--- src/mdp_pkg.sv ---
package mdp_pkg;

  localparam int unsigned XLEN       = 32;
  localparam int unsigned REG_ADDR_W = 5;
  localparam int unsigned CSR_ADDR_W = 12;

  // major opcodes seen by this pipeline
  typedef enum logic [6:0] {
    OPCODE_OP     = 7'h33,
    OPCODE_SYSTEM = 7'h73
  } opcode_e;

  typedef enum logic [1:0] {
    MD_OP_MULL = 2'b00,
    MD_OP_MULH = 2'b01,
    MD_OP_DIV  = 2'b10,
    MD_OP_REM  = 2'b11
  } md_op_e;

  typedef enum logic [1:0] {
    CSR_OP_READ  = 2'b00,
    CSR_OP_WRITE = 2'b01,
    CSR_OP_SET   = 2'b10,
    CSR_OP_CLEAR = 2'b11
  } csr_op_e;

  typedef enum logic [4:0] {
    EXC_NONE         = 5'd0,
    EXC_ILLEGAL_INSN = 5'd2
  } exc_cause_e;

  // EX1 to arithmetic units
  typedef struct packed {
    logic            mult_en;
    logic            div_en;
    md_op_e          op;
    logic [1:0]      signed_mode;
    logic [XLEN-1:0] op_a;
  } md_cmd_t;

  typedef struct packed {
    logic                  is_mult;
    logic                  is_div;
    logic                  is_csr;
    logic                  is_illegal;
    logic                  rf_we;
    logic [REG_ADDR_W-1:0] rd;
    logic [31:0]           insn;
    logic [XLEN-1:0]       csr_wdata;
  } ex2_reg_t;

  typedef struct packed {
    logic                  en;
    csr_op_e               op;
    logic [CSR_ADDR_W-1:0] addr;
    logic [XLEN-1:0]       wdata;
  } csr_req_t;

  typedef struct packed {
    logic                  we;
    logic [REG_ADDR_W-1:0] waddr;
    logic [XLEN-1:0]       wdata;
    logic                  err;
    exc_cause_e            mcause;
  } wb_out_t;

endpackage

--- src/md_decoder.sv ---
`timescale 1ns/10ps

module md_decoder (
  input  logic                        clk_i,
  input  logic                        rst_ni,
  input  logic [31:0]                 insn_i,
  input  logic [mdp_pkg::XLEN-1:0]    op_a_i,
  input  logic                        us_valid_i,
  input  logic                        ex2_load_i,
  output mdp_pkg::md_cmd_t            md_cmd_o,
  output mdp_pkg::ex2_reg_t           ex2_reg_o
);

  mdp_pkg::opcode_e  opcode;
  mdp_pkg::md_op_e   md_op;
  mdp_pkg::ex2_reg_t ex2_d;
  logic [6:0]        funct7;
  logic [2:0]        funct3;
  logic              is_md;
  logic              is_csr;
  logic [1:0]        signed_mode;

  assign opcode = mdp_pkg::opcode_e'(insn_i[6:0]);
  assign funct7 = insn_i[31:25];
  assign funct3 = insn_i[14:12];

  assign is_md  = (opcode == mdp_pkg::OPCODE_OP) && (funct7 == 7'b000_0001);
  // funct3 of zero is ecall/ebreak/mret territory
  assign is_csr = (opcode == mdp_pkg::OPCODE_SYSTEM) && (funct3 != 3'b000);

  // funct3[2] splits mul from div, funct3[1] splits div from rem
  always_comb begin
    if (funct3[2]) begin
      md_op = funct3[1] ? mdp_pkg::MD_OP_REM : mdp_pkg::MD_OP_DIV;
    end else begin
      md_op = (funct3[1:0] == 2'b00) ? mdp_pkg::MD_OP_MULL : mdp_pkg::MD_OP_MULH;
    end
    unique case (funct3)
      3'b001, 3'b100, 3'b110: signed_mode = 2'b11;
      3'b010:                 signed_mode = 2'b10;
      default:                signed_mode = 2'b00;
    endcase
  end

  // start strobes only on a real acceptance
  assign md_cmd_o.mult_en     = us_valid_i & ex2_load_i & is_md & ~funct3[2];
  assign md_cmd_o.div_en      = us_valid_i & ex2_load_i & is_md & funct3[2];
  assign md_cmd_o.op          = md_op;
  assign md_cmd_o.signed_mode = signed_mode;
  assign md_cmd_o.op_a        = op_a_i;

  assign ex2_d.is_mult    = is_md & ~funct3[2];
  assign ex2_d.is_div     = is_md & funct3[2];
  assign ex2_d.is_csr     = is_csr;
  assign ex2_d.is_illegal = ~is_md & ~is_csr;
  assign ex2_d.rf_we      = is_md | is_csr;
  assign ex2_d.rd         = insn_i[11:7];
  assign ex2_d.insn       = insn_i;
  // zimm forms take rs1 field as data
  assign ex2_d.csr_wdata  = insn_i[14] ? {{(mdp_pkg::XLEN-5){1'b0}}, insn_i[19:15]} : op_a_i;

  always_ff @(posedge clk_i or negedge rst_ni) begin
    if (!rst_ni) begin
      ex2_reg_o <= '0;
    end else if (ex2_load_i) begin
      ex2_reg_o <= ex2_d;
    end
  end

endmodule

--- src/md_multiplier.sv ---
`timescale 1ns/10ps

module md_multiplier (
  input  logic                        clk_i,
  input  logic                        rst_ni,
  input  mdp_pkg::md_cmd_t            md_cmd_i,
  input  logic [mdp_pkg::XLEN-1:0]    op_b_i,
  output logic [mdp_pkg::XLEN-1:0]    mult_result_o
);

  logic signed [mdp_pkg::XLEN:0]     op_a_ext;
  logic signed [mdp_pkg::XLEN:0]     op_b_ext;
  logic signed [2*mdp_pkg::XLEN+1:0] product;
  logic        [mdp_pkg::XLEN-1:0]   result_d;

  // extra top bit makes all four sign combinations one signed multiply
  assign op_a_ext = {md_cmd_i.signed_mode[1] & md_cmd_i.op_a[mdp_pkg::XLEN-1], md_cmd_i.op_a};
  assign op_b_ext = {md_cmd_i.signed_mode[0] & op_b_i[mdp_pkg::XLEN-1], op_b_i};
  assign product  = op_a_ext * op_b_ext;

  assign result_d = (md_cmd_i.op == mdp_pkg::MD_OP_MULH) ?
                    product[2*mdp_pkg::XLEN-1:mdp_pkg::XLEN] :
                    product[mdp_pkg::XLEN-1:0];

  // held while the instruction waits in EX2
  always_ff @(posedge clk_i or negedge rst_ni) begin
    if (!rst_ni) begin
      mult_result_o <= '0;
    end else if (md_cmd_i.mult_en) begin
      mult_result_o <= result_d;
    end
  end

endmodule

--- src/md_divider.sv ---
`timescale 1ns/10ps

module md_divider (
  input  logic                        clk_i,
  input  logic                        rst_ni,
  input  mdp_pkg::md_cmd_t            md_cmd_i,
  input  logic [mdp_pkg::XLEN-1:0]    op_b_i,
  input  logic                        kill_i,
  output logic                        div_done_o,
  output logic [mdp_pkg::XLEN-1:0]    div_result_o
);

  typedef enum logic [1:0] {
    IDLE = 2'b00,
    BUSY = 2'b01,
    DONE = 2'b10
  } div_state_e;

  div_state_e                  state_q;
  logic [4:0]                  count_q;
  logic [mdp_pkg::XLEN-1:0]    quo_q;
  logic [mdp_pkg::XLEN-1:0]    rem_q;
  logic [mdp_pkg::XLEN-1:0]    divisor_q;
  logic                        neg_q_q;
  logic                        neg_r_q;
  logic                        is_rem_q;

  logic                        sign_a;
  logic                        sign_b;
  logic [mdp_pkg::XLEN-1:0]    mag_a;
  logic [mdp_pkg::XLEN-1:0]    mag_b;
  logic [mdp_pkg::XLEN:0]      rem_shift;
  logic [mdp_pkg::XLEN:0]      diff;

  assign sign_a = md_cmd_i.signed_mode[1] & md_cmd_i.op_a[mdp_pkg::XLEN-1];
  assign sign_b = md_cmd_i.signed_mode[0] & op_b_i[mdp_pkg::XLEN-1];
  assign mag_a  = sign_a ? -md_cmd_i.op_a : md_cmd_i.op_a;
  assign mag_b  = sign_b ? -op_b_i : op_b_i;

  // one restoring step, next dividend bit comes from the top of quo_q
  assign rem_shift = {rem_q, quo_q[mdp_pkg::XLEN-1]};
  assign diff      = rem_shift - {1'b0, divisor_q};

  always_ff @(posedge clk_i or negedge rst_ni) begin
    if (!rst_ni) begin
      state_q <= IDLE;
      count_q <= '0;
    end else if (kill_i) begin
      state_q <= IDLE;
    end else if (md_cmd_i.div_en) begin
      state_q <= BUSY;
      count_q <= '0;
    end else if (state_q == BUSY) begin
      count_q <= count_q + 5'd1;
      if (count_q == 5'd31) begin
        state_q <= DONE;
      end
    end
  end

  always_ff @(posedge clk_i) begin
    if (md_cmd_i.div_en) begin
      quo_q     <= mag_a;
      rem_q     <= '0;
      divisor_q <= mag_b;
      // x/0 keeps all ones, so no negation there
      neg_q_q   <= (sign_a ^ sign_b) & (op_b_i != '0);
      neg_r_q   <= sign_a;
      is_rem_q  <= (md_cmd_i.op == mdp_pkg::MD_OP_REM);
    end else if (state_q == BUSY) begin
      if (!diff[mdp_pkg::XLEN]) begin
        rem_q <= diff[mdp_pkg::XLEN-1:0];
        quo_q <= {quo_q[mdp_pkg::XLEN-2:0], 1'b1};
      end else begin
        rem_q <= rem_shift[mdp_pkg::XLEN-1:0];
        quo_q <= {quo_q[mdp_pkg::XLEN-2:0], 1'b0};
      end
    end
  end

  assign div_done_o = (state_q == DONE);

  // sign fix-up; min/-1 falls out as 0x8000_0000 rem 0
  assign div_result_o = is_rem_q ? (neg_r_q ? -rem_q : rem_q) :
                                   (neg_q_q ? -quo_q : quo_q);

endmodule

--- src/csr_access.sv ---
`timescale 1ns/10ps

module csr_access (
  input  mdp_pkg::ex2_reg_t   ex2_reg_i,
  input  logic                ex2_valid_i,
  input  logic                illegal_csr_i,
  output mdp_pkg::csr_req_t   csr_req_o,
  output logic                csr_err_o
);

  logic rs1_zero;
  logic csr_en;

  // also covers a zero zimm
  assign rs1_zero = (ex2_reg_i.insn[19:15] == 5'd0);
  assign csr_en   = ex2_valid_i & ex2_reg_i.is_csr;

  always_comb begin
    unique case (ex2_reg_i.insn[13:12])
      2'b01: begin
        csr_req_o.op = mdp_pkg::CSR_OP_WRITE;
      end
      2'b10: begin
        csr_req_o.op = rs1_zero ? mdp_pkg::CSR_OP_READ : mdp_pkg::CSR_OP_SET;
      end
      2'b11: begin
        csr_req_o.op = rs1_zero ? mdp_pkg::CSR_OP_READ : mdp_pkg::CSR_OP_CLEAR;
      end
      default: begin
        csr_req_o.op = mdp_pkg::CSR_OP_READ;
      end
    endcase
  end

  assign csr_req_o.en    = csr_en;
  assign csr_req_o.addr  = ex2_reg_i.insn[31:20];
  assign csr_req_o.wdata = ex2_reg_i.csr_wdata;

  assign csr_err_o = csr_en & illegal_csr_i;

endmodule

--- src/pipe_ctrl.sv ---
`timescale 1ns/10ps

module pipe_ctrl (
  input  logic                clk_i,
  input  logic                rst_ni,
  input  logic                us_valid_i,
  input  logic                flush_i,
  input  logic                ds_rdy_i,
  input  mdp_pkg::ex2_reg_t   ex2_reg_i,
  input  logic                div_done_i,
  output logic                ex2_load_o,
  output logic                wb_load_o,
  output logic                ex2_valid_o,
  output logic                wb_valid_o
);

  logic ex2_valid_q;
  logic wb_valid_q;
  logic op_done;
  logic op_done_q;
  logic ex2_rdy;
  logic wb_rdy;

  // everything but division finishes in its first EX2 cycle
  assign op_done = ex2_reg_i.is_mult | ex2_reg_i.is_csr | ex2_reg_i.is_illegal |
                   (ex2_reg_i.is_div & div_done_i) | op_done_q;

  assign wb_rdy  = ~wb_valid_q | ds_rdy_i;
  assign ex2_rdy = ~ex2_valid_q | (op_done & wb_rdy);

  always_ff @(posedge clk_i or negedge rst_ni) begin
    if (!rst_ni) begin
      ex2_valid_q <= 1'b0;
      wb_valid_q  <= 1'b0;
    end else if (flush_i) begin
      ex2_valid_q <= 1'b0;
      wb_valid_q  <= 1'b0;
    end else begin
      if (ex2_rdy) begin
        ex2_valid_q <= us_valid_i;
      end
      if (wb_rdy) begin
        wb_valid_q <= ex2_valid_q & op_done;
      end
    end
  end

  // remember completion while WB is stalled
  always_ff @(posedge clk_i or negedge rst_ni) begin
    if (!rst_ni) begin
      op_done_q <= 1'b0;
    end else if (flush_i || ex2_rdy) begin
      op_done_q <= 1'b0;
    end else if (ex2_valid_q && op_done) begin
      op_done_q <= 1'b1;
    end
  end

  assign ex2_load_o  = ex2_rdy;
  assign wb_load_o   = ex2_valid_q & op_done & wb_rdy;
  assign ex2_valid_o = ex2_valid_q;
  assign wb_valid_o  = wb_valid_q;

endmodule

--- src/wb_stage.sv ---
`timescale 1ns/10ps

module wb_stage (
  input  logic                        clk_i,
  input  logic                        rst_ni,
  input  logic                        wb_load_i,
  input  mdp_pkg::ex2_reg_t           ex2_reg_i,
  input  logic [mdp_pkg::XLEN-1:0]    mult_result_i,
  input  logic [mdp_pkg::XLEN-1:0]    div_result_i,
  input  logic [mdp_pkg::XLEN-1:0]    csr_rdata_i,
  input  logic                        csr_err_i,
  output mdp_pkg::wb_out_t            out_o
);

  mdp_pkg::wb_out_t wb_d;
  logic             err;

  assign err = ex2_reg_i.is_illegal | csr_err_i;

  // illegal instructions fall through to zero data
  always_comb begin
    if (ex2_reg_i.is_csr) begin
      wb_d.wdata = csr_rdata_i;
    end else if (ex2_reg_i.is_mult) begin
      wb_d.wdata = mult_result_i;
    end else if (ex2_reg_i.is_div) begin
      wb_d.wdata = div_result_i;
    end else begin
      wb_d.wdata = '0;
    end
  end

  assign wb_d.we     = ex2_reg_i.rf_we & ~err;
  assign wb_d.waddr  = ex2_reg_i.rd;
  assign wb_d.err    = err;
  assign wb_d.mcause = err ? mdp_pkg::EXC_ILLEGAL_INSN : mdp_pkg::EXC_NONE;

  always_ff @(posedge clk_i or negedge rst_ni) begin
    if (!rst_ni) begin
      out_o <= '0;
    end else if (wb_load_i) begin
      out_o <= wb_d;
    end
  end

endmodule

--- src/muldiv_pipeline.sv ---
`timescale 1ns/10ps

module muldiv_pipeline (
  input  logic                        clk_i,
  input  logic                        rst_ni,
  input  logic                        flush_i,
  input  logic                        us_valid_i,
  output logic                        rdy_o,
  input  logic [31:0]                 insn_i,
  input  logic [mdp_pkg::XLEN-1:0]    op_a_i,
  input  logic [mdp_pkg::XLEN-1:0]    op_b_i,
  input  logic                        ds_rdy_i,
  output logic                        valid_o,
  output mdp_pkg::wb_out_t            out_o,
  output mdp_pkg::csr_req_t           csr_req_o,
  input  logic [mdp_pkg::XLEN-1:0]    csr_rdata_i,
  input  logic                        illegal_csr_i
);

  mdp_pkg::md_cmd_t            md_cmd;
  mdp_pkg::ex2_reg_t           ex2_reg;
  logic                        ex2_load;
  logic                        wb_load;
  logic                        ex2_valid;
  logic                        div_done;
  logic                        csr_err;
  logic [mdp_pkg::XLEN-1:0]    mult_result;
  logic [mdp_pkg::XLEN-1:0]    div_result;

  assign rdy_o = ex2_load;

  md_decoder md_decoder_inst (
    .clk_i      (clk_i),
    .rst_ni     (rst_ni),
    .insn_i     (insn_i),
    .op_a_i     (op_a_i),
    .us_valid_i (us_valid_i),
    .ex2_load_i (ex2_load),
    .md_cmd_o   (md_cmd),
    .ex2_reg_o  (ex2_reg)
  );

  md_multiplier md_multiplier_inst (
    .clk_i         (clk_i),
    .rst_ni        (rst_ni),
    .md_cmd_i      (md_cmd),
    .op_b_i        (op_b_i),
    .mult_result_o (mult_result)
  );

  // a flush aborts any division in flight
  md_divider md_divider_inst (
    .clk_i        (clk_i),
    .rst_ni       (rst_ni),
    .md_cmd_i     (md_cmd),
    .op_b_i       (op_b_i),
    .kill_i       (flush_i),
    .div_done_o   (div_done),
    .div_result_o (div_result)
  );

  csr_access csr_access_inst (
    .ex2_reg_i     (ex2_reg),
    .ex2_valid_i   (ex2_valid),
    .illegal_csr_i (illegal_csr_i),
    .csr_req_o     (csr_req_o),
    .csr_err_o     (csr_err)
  );

  pipe_ctrl pipe_ctrl_inst (
    .clk_i       (clk_i),
    .rst_ni      (rst_ni),
    .us_valid_i  (us_valid_i),
    .flush_i     (flush_i),
    .ds_rdy_i    (ds_rdy_i),
    .ex2_reg_i   (ex2_reg),
    .div_done_i  (div_done),
    .ex2_load_o  (ex2_load),
    .wb_load_o   (wb_load),
    .ex2_valid_o (ex2_valid),
    .wb_valid_o  (valid_o)
  );

  wb_stage wb_stage_inst (
    .clk_i         (clk_i),
    .rst_ni        (rst_ni),
    .wb_load_i     (wb_load),
    .ex2_reg_i     (ex2_reg),
    .mult_result_i (mult_result),
    .div_result_i  (div_result),
    .csr_rdata_i   (csr_rdata_i),
    .csr_err_i     (csr_err),
    .out_o         (out_o)
  );

endmodule

--- config.mk ---
export PLATFORM = sky130hd
export DESIGN_NAME = muldiv_pipeline
export DESIGN_NICKNAME = d
export VERILOG_FILES = /design/src/mdp_pkg.sv /design/src/md_decoder.sv /design/src/md_multiplier.sv /design/src/md_divider.sv /design/src/csr_access.sv /design/src/pipe_ctrl.sv /design/src/wb_stage.sv /design/src/muldiv_pipeline.sv
export SDC_FILE = /design/constraint.sdc
export NUM_CORES = 2
export LEC_CHECK = 0
export BUFFER_PORTS_ARGS = -buffer_cell sky130_fd_sc_hd__buf_2
export CORE_UTILIZATION = 30
export DETAILED_ROUTE_END_ITERATION = 10
export PLACE_DENSITY_LB_ADDON = 0.1
export SKIP_LAST_GASP = 1
export SLEW_MARGIN = 20
export SYNTH_ARGS = -nofsm -noshare
export SYNTH_HDL_FRONTEND = slang
export SYNTH_SLANG_ARGS = --single-unit
--- constraint.sdc ---
create_clock -name clk_i -period 3.25 [get_ports clk_i]
set_input_delay 0.1625 -clock clk_i [delete_from_list [all_inputs] [get_ports clk_i]]
set_output_delay 0.1625 -clock clk_i [all_outputs]
set_load 0.05 [all_outputs]
======== Yosys cells after proc, flatten, opt, wreduce, memory -nomap -nowiden ========
Index checks and enable logic that the tools add are counted.
word-level totals
  memory bits (writable) .................. 0
  ROM bits ................................ 0
  output and inout port bits .............. 93
  bits of input ports ..................... 134
  flip-flop bits (word level) ............. 259
  word-level logic and storage cells ...... 131
  bits in latches ......................... 0
  memories kept ........................... 0
operators by class
  muxes and demuxes ....................... 34
  reduce and logical (&&, ||, !) cells .... 17
  bitwise gates (word level) .............. 33
  multiply operators ...................... 1
  add/subtract/negate cells ............... 6
  shifts and indexed selects .............. 0
  eq/ne operators ......................... 15
  $lt $le $gt $ge ......................... 0
  divide/modulo/power cells ............... 0
operators by type and width
  cell                   number
  $mux W32               13
  $neg A32 Y32           4
  $mul A33 B33 Y64       1
  $sub A33 B32 Y33       1
  $reduce_bool A32 Y1    1
  $and A1 B1 Y1          17
  $mux W2                8
  $mux W5                2
  $mux W1                9
  $reduce_bool A3 Y1     3
  $eq A2 B2 Y1 const B   4
  $or A1 B1 Y1           8
  $reduce_bool A2 Y1     4
  $eq A7 B1 Y1 const B   1
  $eq A7 B6 Y1 const B   1
  $eq A7 B7 Y1 const B   1
  $not A1 Y1             7
  $eq A2 B1 Y1 const B   3
  $eq A3 B3 Y1 const B   2
  $pmux W2 S3            1
  $add A5 B1 Y5 const B  1
  $eq A5 B5 Y1 const B   1
  $logic_not A5 Y1       1
  $pmux W2 S2            1
  other kinds (8)        11

======== Depth between registers and ports, before layout ========
  word-level depth ........................ 11
  depth in mapped cells ................... 35
  gate-level depth less buffers ........... 32

======== By module ========
A second synthesis with hierarchy kept.
second synthesis, totals
  cells, all modules ...................... 6000
  area, all modules ....................... 54339.6 µm²
modules (own cells, without submodules)
  module         cells an instance  instances  area an instance (µm²)  sequential area each (µm²)
  md_multiplier  4346               1          39385.3                 800.8
  md_divider     1123               1          9007.4                  2827.7
  md_decoder     256                1          3119.2                  1726.7
  wb_stage       210                1          2279.7                  975.9
  csr_access     51                 1          381.6                   0.0
  pipe_ctrl      14                 1          166.4                   75.1

======== Least setup slack after synthesis ========
Ideal clock, no wire load.
  path type ............................... input to register
  start point ............................. input port insn_i[12]
  end point ............................... register md_multiplier_inst.mult_result_o[29] (netlist name)
  buffers on the path ..................... 3
  arrival ................................. 8757 ps
  data required time ...................... 3125 ps
  slack ................................... -5632 ps
  cell stages on the path ................. 30
  setup time .............................. 125 ps
  cell sequence ........................... clkbuf_1 > xnor2_1 > nand2_1 > inv_1 > clkbuf_1 > buf_1 > nand2_1 > inv_1 > fa_1 > fa_1 > fa_1 > fa_1 > inv_1 > fa_1 > fa_1 > fa_1 > fa_1 > inv_1 > ha_1 > nand3_1 > nor3_1 > a221oi_1 > a21boi_0 > o221a_2 > or4_1 > o21ai_0 > o21ai_1 > a31oi_1 > xor2_1 > a21oi_1
on the way
  longest elaborated chain between the ends .. 6
  elaborated cells between the ends (all ways) .. 14
  classes of those cells .................. mul: 1; eq/ne: 5; mux: 4; bitwise: 2; reduce/logical: 2
ends and longest elaborated chain
  what                                                 line                  RTL
  from (decl)                                          muldiv_pipeline.sv:9  input logic [31:0] insn_i,
  $eq A3 B1 Y1 / $eq A3 B3 Y1 (equally long branches)  md_decoder.sv:38      unique case (funct3)
  $reduce_or A3 Y1                                     md_decoder.sv:38
  $pmux W2 S2 (*)                                      md_decoder.sv:38
  $and A1 B1 Y1 (*)                                    -
  net md_divider_inst.sign_a                           md_divider.sv:28      logic sign_a;
  $mul A33 B33 Y64 (*)                                 md_multiplier.sv:19   assign product = op_a_ext * op_b_ext;
  $mux W32 (*)                                         md_multiplier.sv:21   assign result_d = (md_cmd_i.op == mdp_pkg::MD_OP_MULH) ?
  to (signal assigned)                                 md_multiplier.sv:30   mult_result_o <= result_d;
  to (decl)                                            md_multiplier.sv:8    output logic [mdp_pkg::XLEN-1:0] mult_result_o
The timed path passes the listed nets; every way through them passes the cells marked *.
A chain may end at the register's enable or synchronous reset.

======== Final worst setup path ========
  start point ............................. input port insn_i[13]
  end point ............................... register md_multiplier_inst.mult_result_o[29] (netlist name)
on the way
  longest elaborated chain between the ends .. 6
  elaborated cells between the ends (all ways) .. 15
  classes of those cells .................. mul: 1; eq/ne: 5; mux: 5; bitwise: 2; reduce/logical: 2
ends and longest elaborated chain
  what                                                 line
  $eq A3 B1 Y1 / $eq A3 B3 Y1 (equally long branches)  md_decoder.sv:38
  $reduce_or A3 Y1                                     md_decoder.sv:38
  $pmux W2 S2                                          md_decoder.sv:38
  $and A1 B1 Y1, on equally long branches              md_multiplier.sv:17, md_multiplier.sv:18
  $mul A33 B33 Y64                                     md_multiplier.sv:19
  $mux W32 (*)                                         md_multiplier.sv:21
Mark *: on every way between the ends. The rest lies on a longest branch, timed or not.

==> results.yml <==
run_status:
  status: "finished, violations left"
  violations: "setup timing"
placed_design:
  dp_hpwl_um: 171000
  gp_congestion: 0.908
  port-buffer-count: 222
  pre_cts_ws_ns: -5.02
yosys:
  ys_seq_elements: 241
  syn_area_per_cell_um2: 8.86
  synth_cell_type_count: 82
  synthSimpleGateAreaFrac_pct: 15.2
  synth_adder_area_share_pct: 48.7
  muxShareOfSynthArea_pct: 0.891
  synthArstFlopShare_pct: 58.9
  synth_compound_area_share_pct: 8.04
  synth_top_family_by_area: "adder cells"
  netlist_area_mm2: 0.0527
  synth_ff_type: "dfrtp_1"
  yosysWarnings: 0
  postSynthCellCount: 5947
  synth-xor-area-share_pct: 3.63
  synth_edf_count: 67
  synth-seq-area-share_pct: 11.8
final_layout:
  final_cell_mix: "1,123 x inv_1, 1,122 x nand2_1, 1,095 x fa_1, 681 x buf_4, 278 x and2_1"
  nFillCells: 17900
  area_growth_pct: 24.0
  fin_util_pct: 37.5
  final_common_cell: "inv_1"
  drive_gt1_share_pct: 20.1
  final_nets: 8130
global_route:
  grt_pass1_vias: 45200
  overflow: 0
  globalRouteTotalUtil_pct: 22.8
  grt_first_pass_wirelength_um: 302000
  antenna_found_initial: 11
  grt_max_degree: 97
timing:
  worst_pin_slew_ns: 0.970
  finalHoldViolCount: 0
  clock_skew_ns: 0.0325
  relSlewSlack_pct: 35.3
  finalCritPeriodShare_pct: 226
  slew_viol_final: 0
  rsz0062_at_grt: "true"
  finalSetupViolCount: 60
  min_period_ns: 7.33
  layout_setup_ws_ns: -4.08
  fmax_ghz: 0.136
min_path:
  min_to: "md_decoder_inst.ex2_reg_o[15]"
  hp-start: "op_a_i[15]"
  hold_path.class: "input pin to flop"
  worstHoldPathCells: 4
floorplan:
  die_h_um: 421
  initial_utilization_pct: 30.2
  die_w_um: 421
  ioPinCount: 227
  num_rows: 153
  core_mm2: 0.174
  die_area_mm2: 0.177
cts:
  cts_made_buffers: 29
  worstSkewPairLatency_ns: 0.60
  clkTransAtPathRegs_ns: 0.06
  cts_root_buf: "clkbuf_16"
  cts_tree: "done"
  clk_path_buf_depth: 3
  htreeDepth: 1
  cts_sinks: 241
setup_path:
  timing.rr.end: "md_divider_inst.rem_q[16]"
  cp-start-kind: "input pin"
  end_kind: "flop"
  crit_slowest_cell: "fa_2"
  worstPathRequired_ns: 3.72
  cp_slowest_stage_delay_ns: 0.61
  path_common_cell: "fa_1"
  path_max_fanout: 7
  ff2ff_setup_slack_ns: -0.17
  r2r-start: "md_divider_inst.quo_q[31]"
  reg2regPathDepth: 15
  startpoint: "insn_i[13]"
  path_class: "input pin to flop"
  cp_data_arrival_time_ns: 7.80
routing:
  drt-total-wl_um: 202000
  avgRoutedWirePerCell_um: 22.5
  vias: 41800
  drt_iter0_drc: 2255
  drc: 0
  first_pass_iters: 5
  ant_nets: 0
  via_per_inst: 4.66
run:
  drv_cap: 0
## metal layers
layer | up-vias | global-route usage (%) | wire [µm]
met5 | - | 0 | 0
met4 | 0 | 6.57 | 6590
met3 | 131 | 1.20 | 5600
met2 | 692 | 38.4 | 97100
met1 | 21800 | 31.7 | 92400
li1 | 19200 | - | -
## synthesized netlist by cell type (4+ instances only)
cell type	count	area share [%]
buf_2	12	0.11
nand4_1	25	0.30
o21bai_1	16	0.23
or4_1	7	0.10
nor2_1	150	1.1
xor2_1	85	1.4
o31ai_1	24	0.34
mux2_2	7	0.15
nor3_1	27	0.26
edfxtp_1	67	3.8
o221ai_1	9	0.15
o41ai_1	17	0.28
buf_1	66	0.47
o211ai_1	24	0.34
dfxtp_1	32	1.2
a21o_1	54	0.77
nor4b_1	4	0.067
o21ai_1	8	0.076
nor4_1	11	0.13
nor2b_1	12	0.14
nand2_1	1133	8.1
a221oi_1	4	0.067
clkbuf_1	295	2.1
and2_1	291	3.5
ha_1	250	5.9
a211oi_1	27	0.38
fa_1	1126	43
a21oi_1	180	1.7
xnor2_1	133	2.2
o21a_1	14	0.20
or2_2	10	0.12
buf_4	53	0.76
a22oi_1	22	0.31
a31oi_1	17	0.20
o21ai_0	237	2.3
inv_1	1151	8.2
mux2i_1	39	0.74
nand2b_1	32	0.38
or3_1	18	0.21
dfrtp_1	142	6.7
nand3_1	29	0.28
and3_1	23	0.27
## worst max-delay path by stage
stage | end | slack (ns) | cells after the start
2_1_floorplan | md_multiplier_inst.mult_result_o[29] | -4.56 | 29
3_3_place_gp | md_multiplier_inst.mult_result_o[29] | -4.98 | 28
3_5_place_dp | md_multiplier_inst.mult_result_o[28] | -5.02 | 29
4_1_cts | md_multiplier_inst.mult_result_o[29] | -4.07 | 31
5_1_grt | md_multiplier_inst.mult_result_o[29] | -4.29 | 30
6_report | md_multiplier_inst.mult_result_o[29] | -4.08 | 31
## metrics by stage
stage	cells	instance area (µm²)	hold WS, ns	TNS (ns)
2_1_floorplan	5950	53600	-0.133	-123.72
3_3_place_gp	8797	61500	0.346	-169.24
3_5_place_dp	8797	61500	0.341	-171.49
4_1_cts	8957	64800	0.0520	-126.04
5_1_grt	8971	65300	0.0802	-134.65
6_report	8972	65300	0.0745	-122.09
## state kept, by name (all words and copies together), names as in the netlist
signal / count
md_divider_inst.count_q: 5
md_divider_inst.neg_r_q: 1
md_divider_inst.divisor_q: 32
md_divider_inst.rem_q: 32
md_divider_inst.neg_q_q: 1
pipe_ctrl_inst.wb_valid_o: 1
pipe_ctrl_inst.op_done_q: 1
md_multiplier_inst.mult_result_o: 32
wb_stage_inst.out_o: 39
md_divider_inst.is_rem_q: 1
md_divider_inst.quo_q: 32
md_divider_inst.state_q: 2
md_decoder_inst.ex2_reg_o: 61
pipe_ctrl_inst.ex2_valid_o: 1
## worst max-delay path, delay by kind of cell
| family | cells | cell delay (ns) |
|---|---|---|
| AND/OR/NAND/NOR | 4 | 0.75 |
| adder cells (fa/ha/maj) | 9 | 4.50 |
| buffers and inverters | 8 | 0.81 |
| XOR/XNOR | 2 | 0.26 |
| AO/OA/AOI/OAI | 8 | 1.28 |
## area by class of cell
type                       count  area, µm²  area share, %
multi-input combinational   4129      41700           63.8
timing repair buffer        1067       9120           14.0
sequential                   241       6210           9.50
inverter                    1152       4350           6.65
tap                         2325       2910           4.45
clock buffer                  43        881           1.35
clock inverter                11        150          0.230
antenna                        4       10.0         0.0153
## cell families (layout without fill, tap and decap cells)
| family | count (synthesis) | after routing |
|---|---|---|
| adders and majority gates | 1376 | 1376 |
| xor gates and xnor gates | 218 | 218 |
| muxes | 46 | 46 |
| buffers and inverters | 1580 | 2273 |
| DFF | 241 | 241 |
| other | 1 | 8 |
| and+or+nand+nor | 1792 | 1792 |
| AOI/OAI and AO/OA | 693 | 693 |
## repair_timing
item                                   in CTS  in global routing
setup buffers                              44                 17
setup endpoints to repair                  66                 70
hold buffers                               62                  0
gates cloned                                6                  1
resized for setup                         276                127
endpoints found under the hold margin     161                  0
pin swaps                                 161                 84
Power is left out: the tool's default activity adds up to more than one toggle a clock period on the data nets, which glitch-free logic cannot reach.
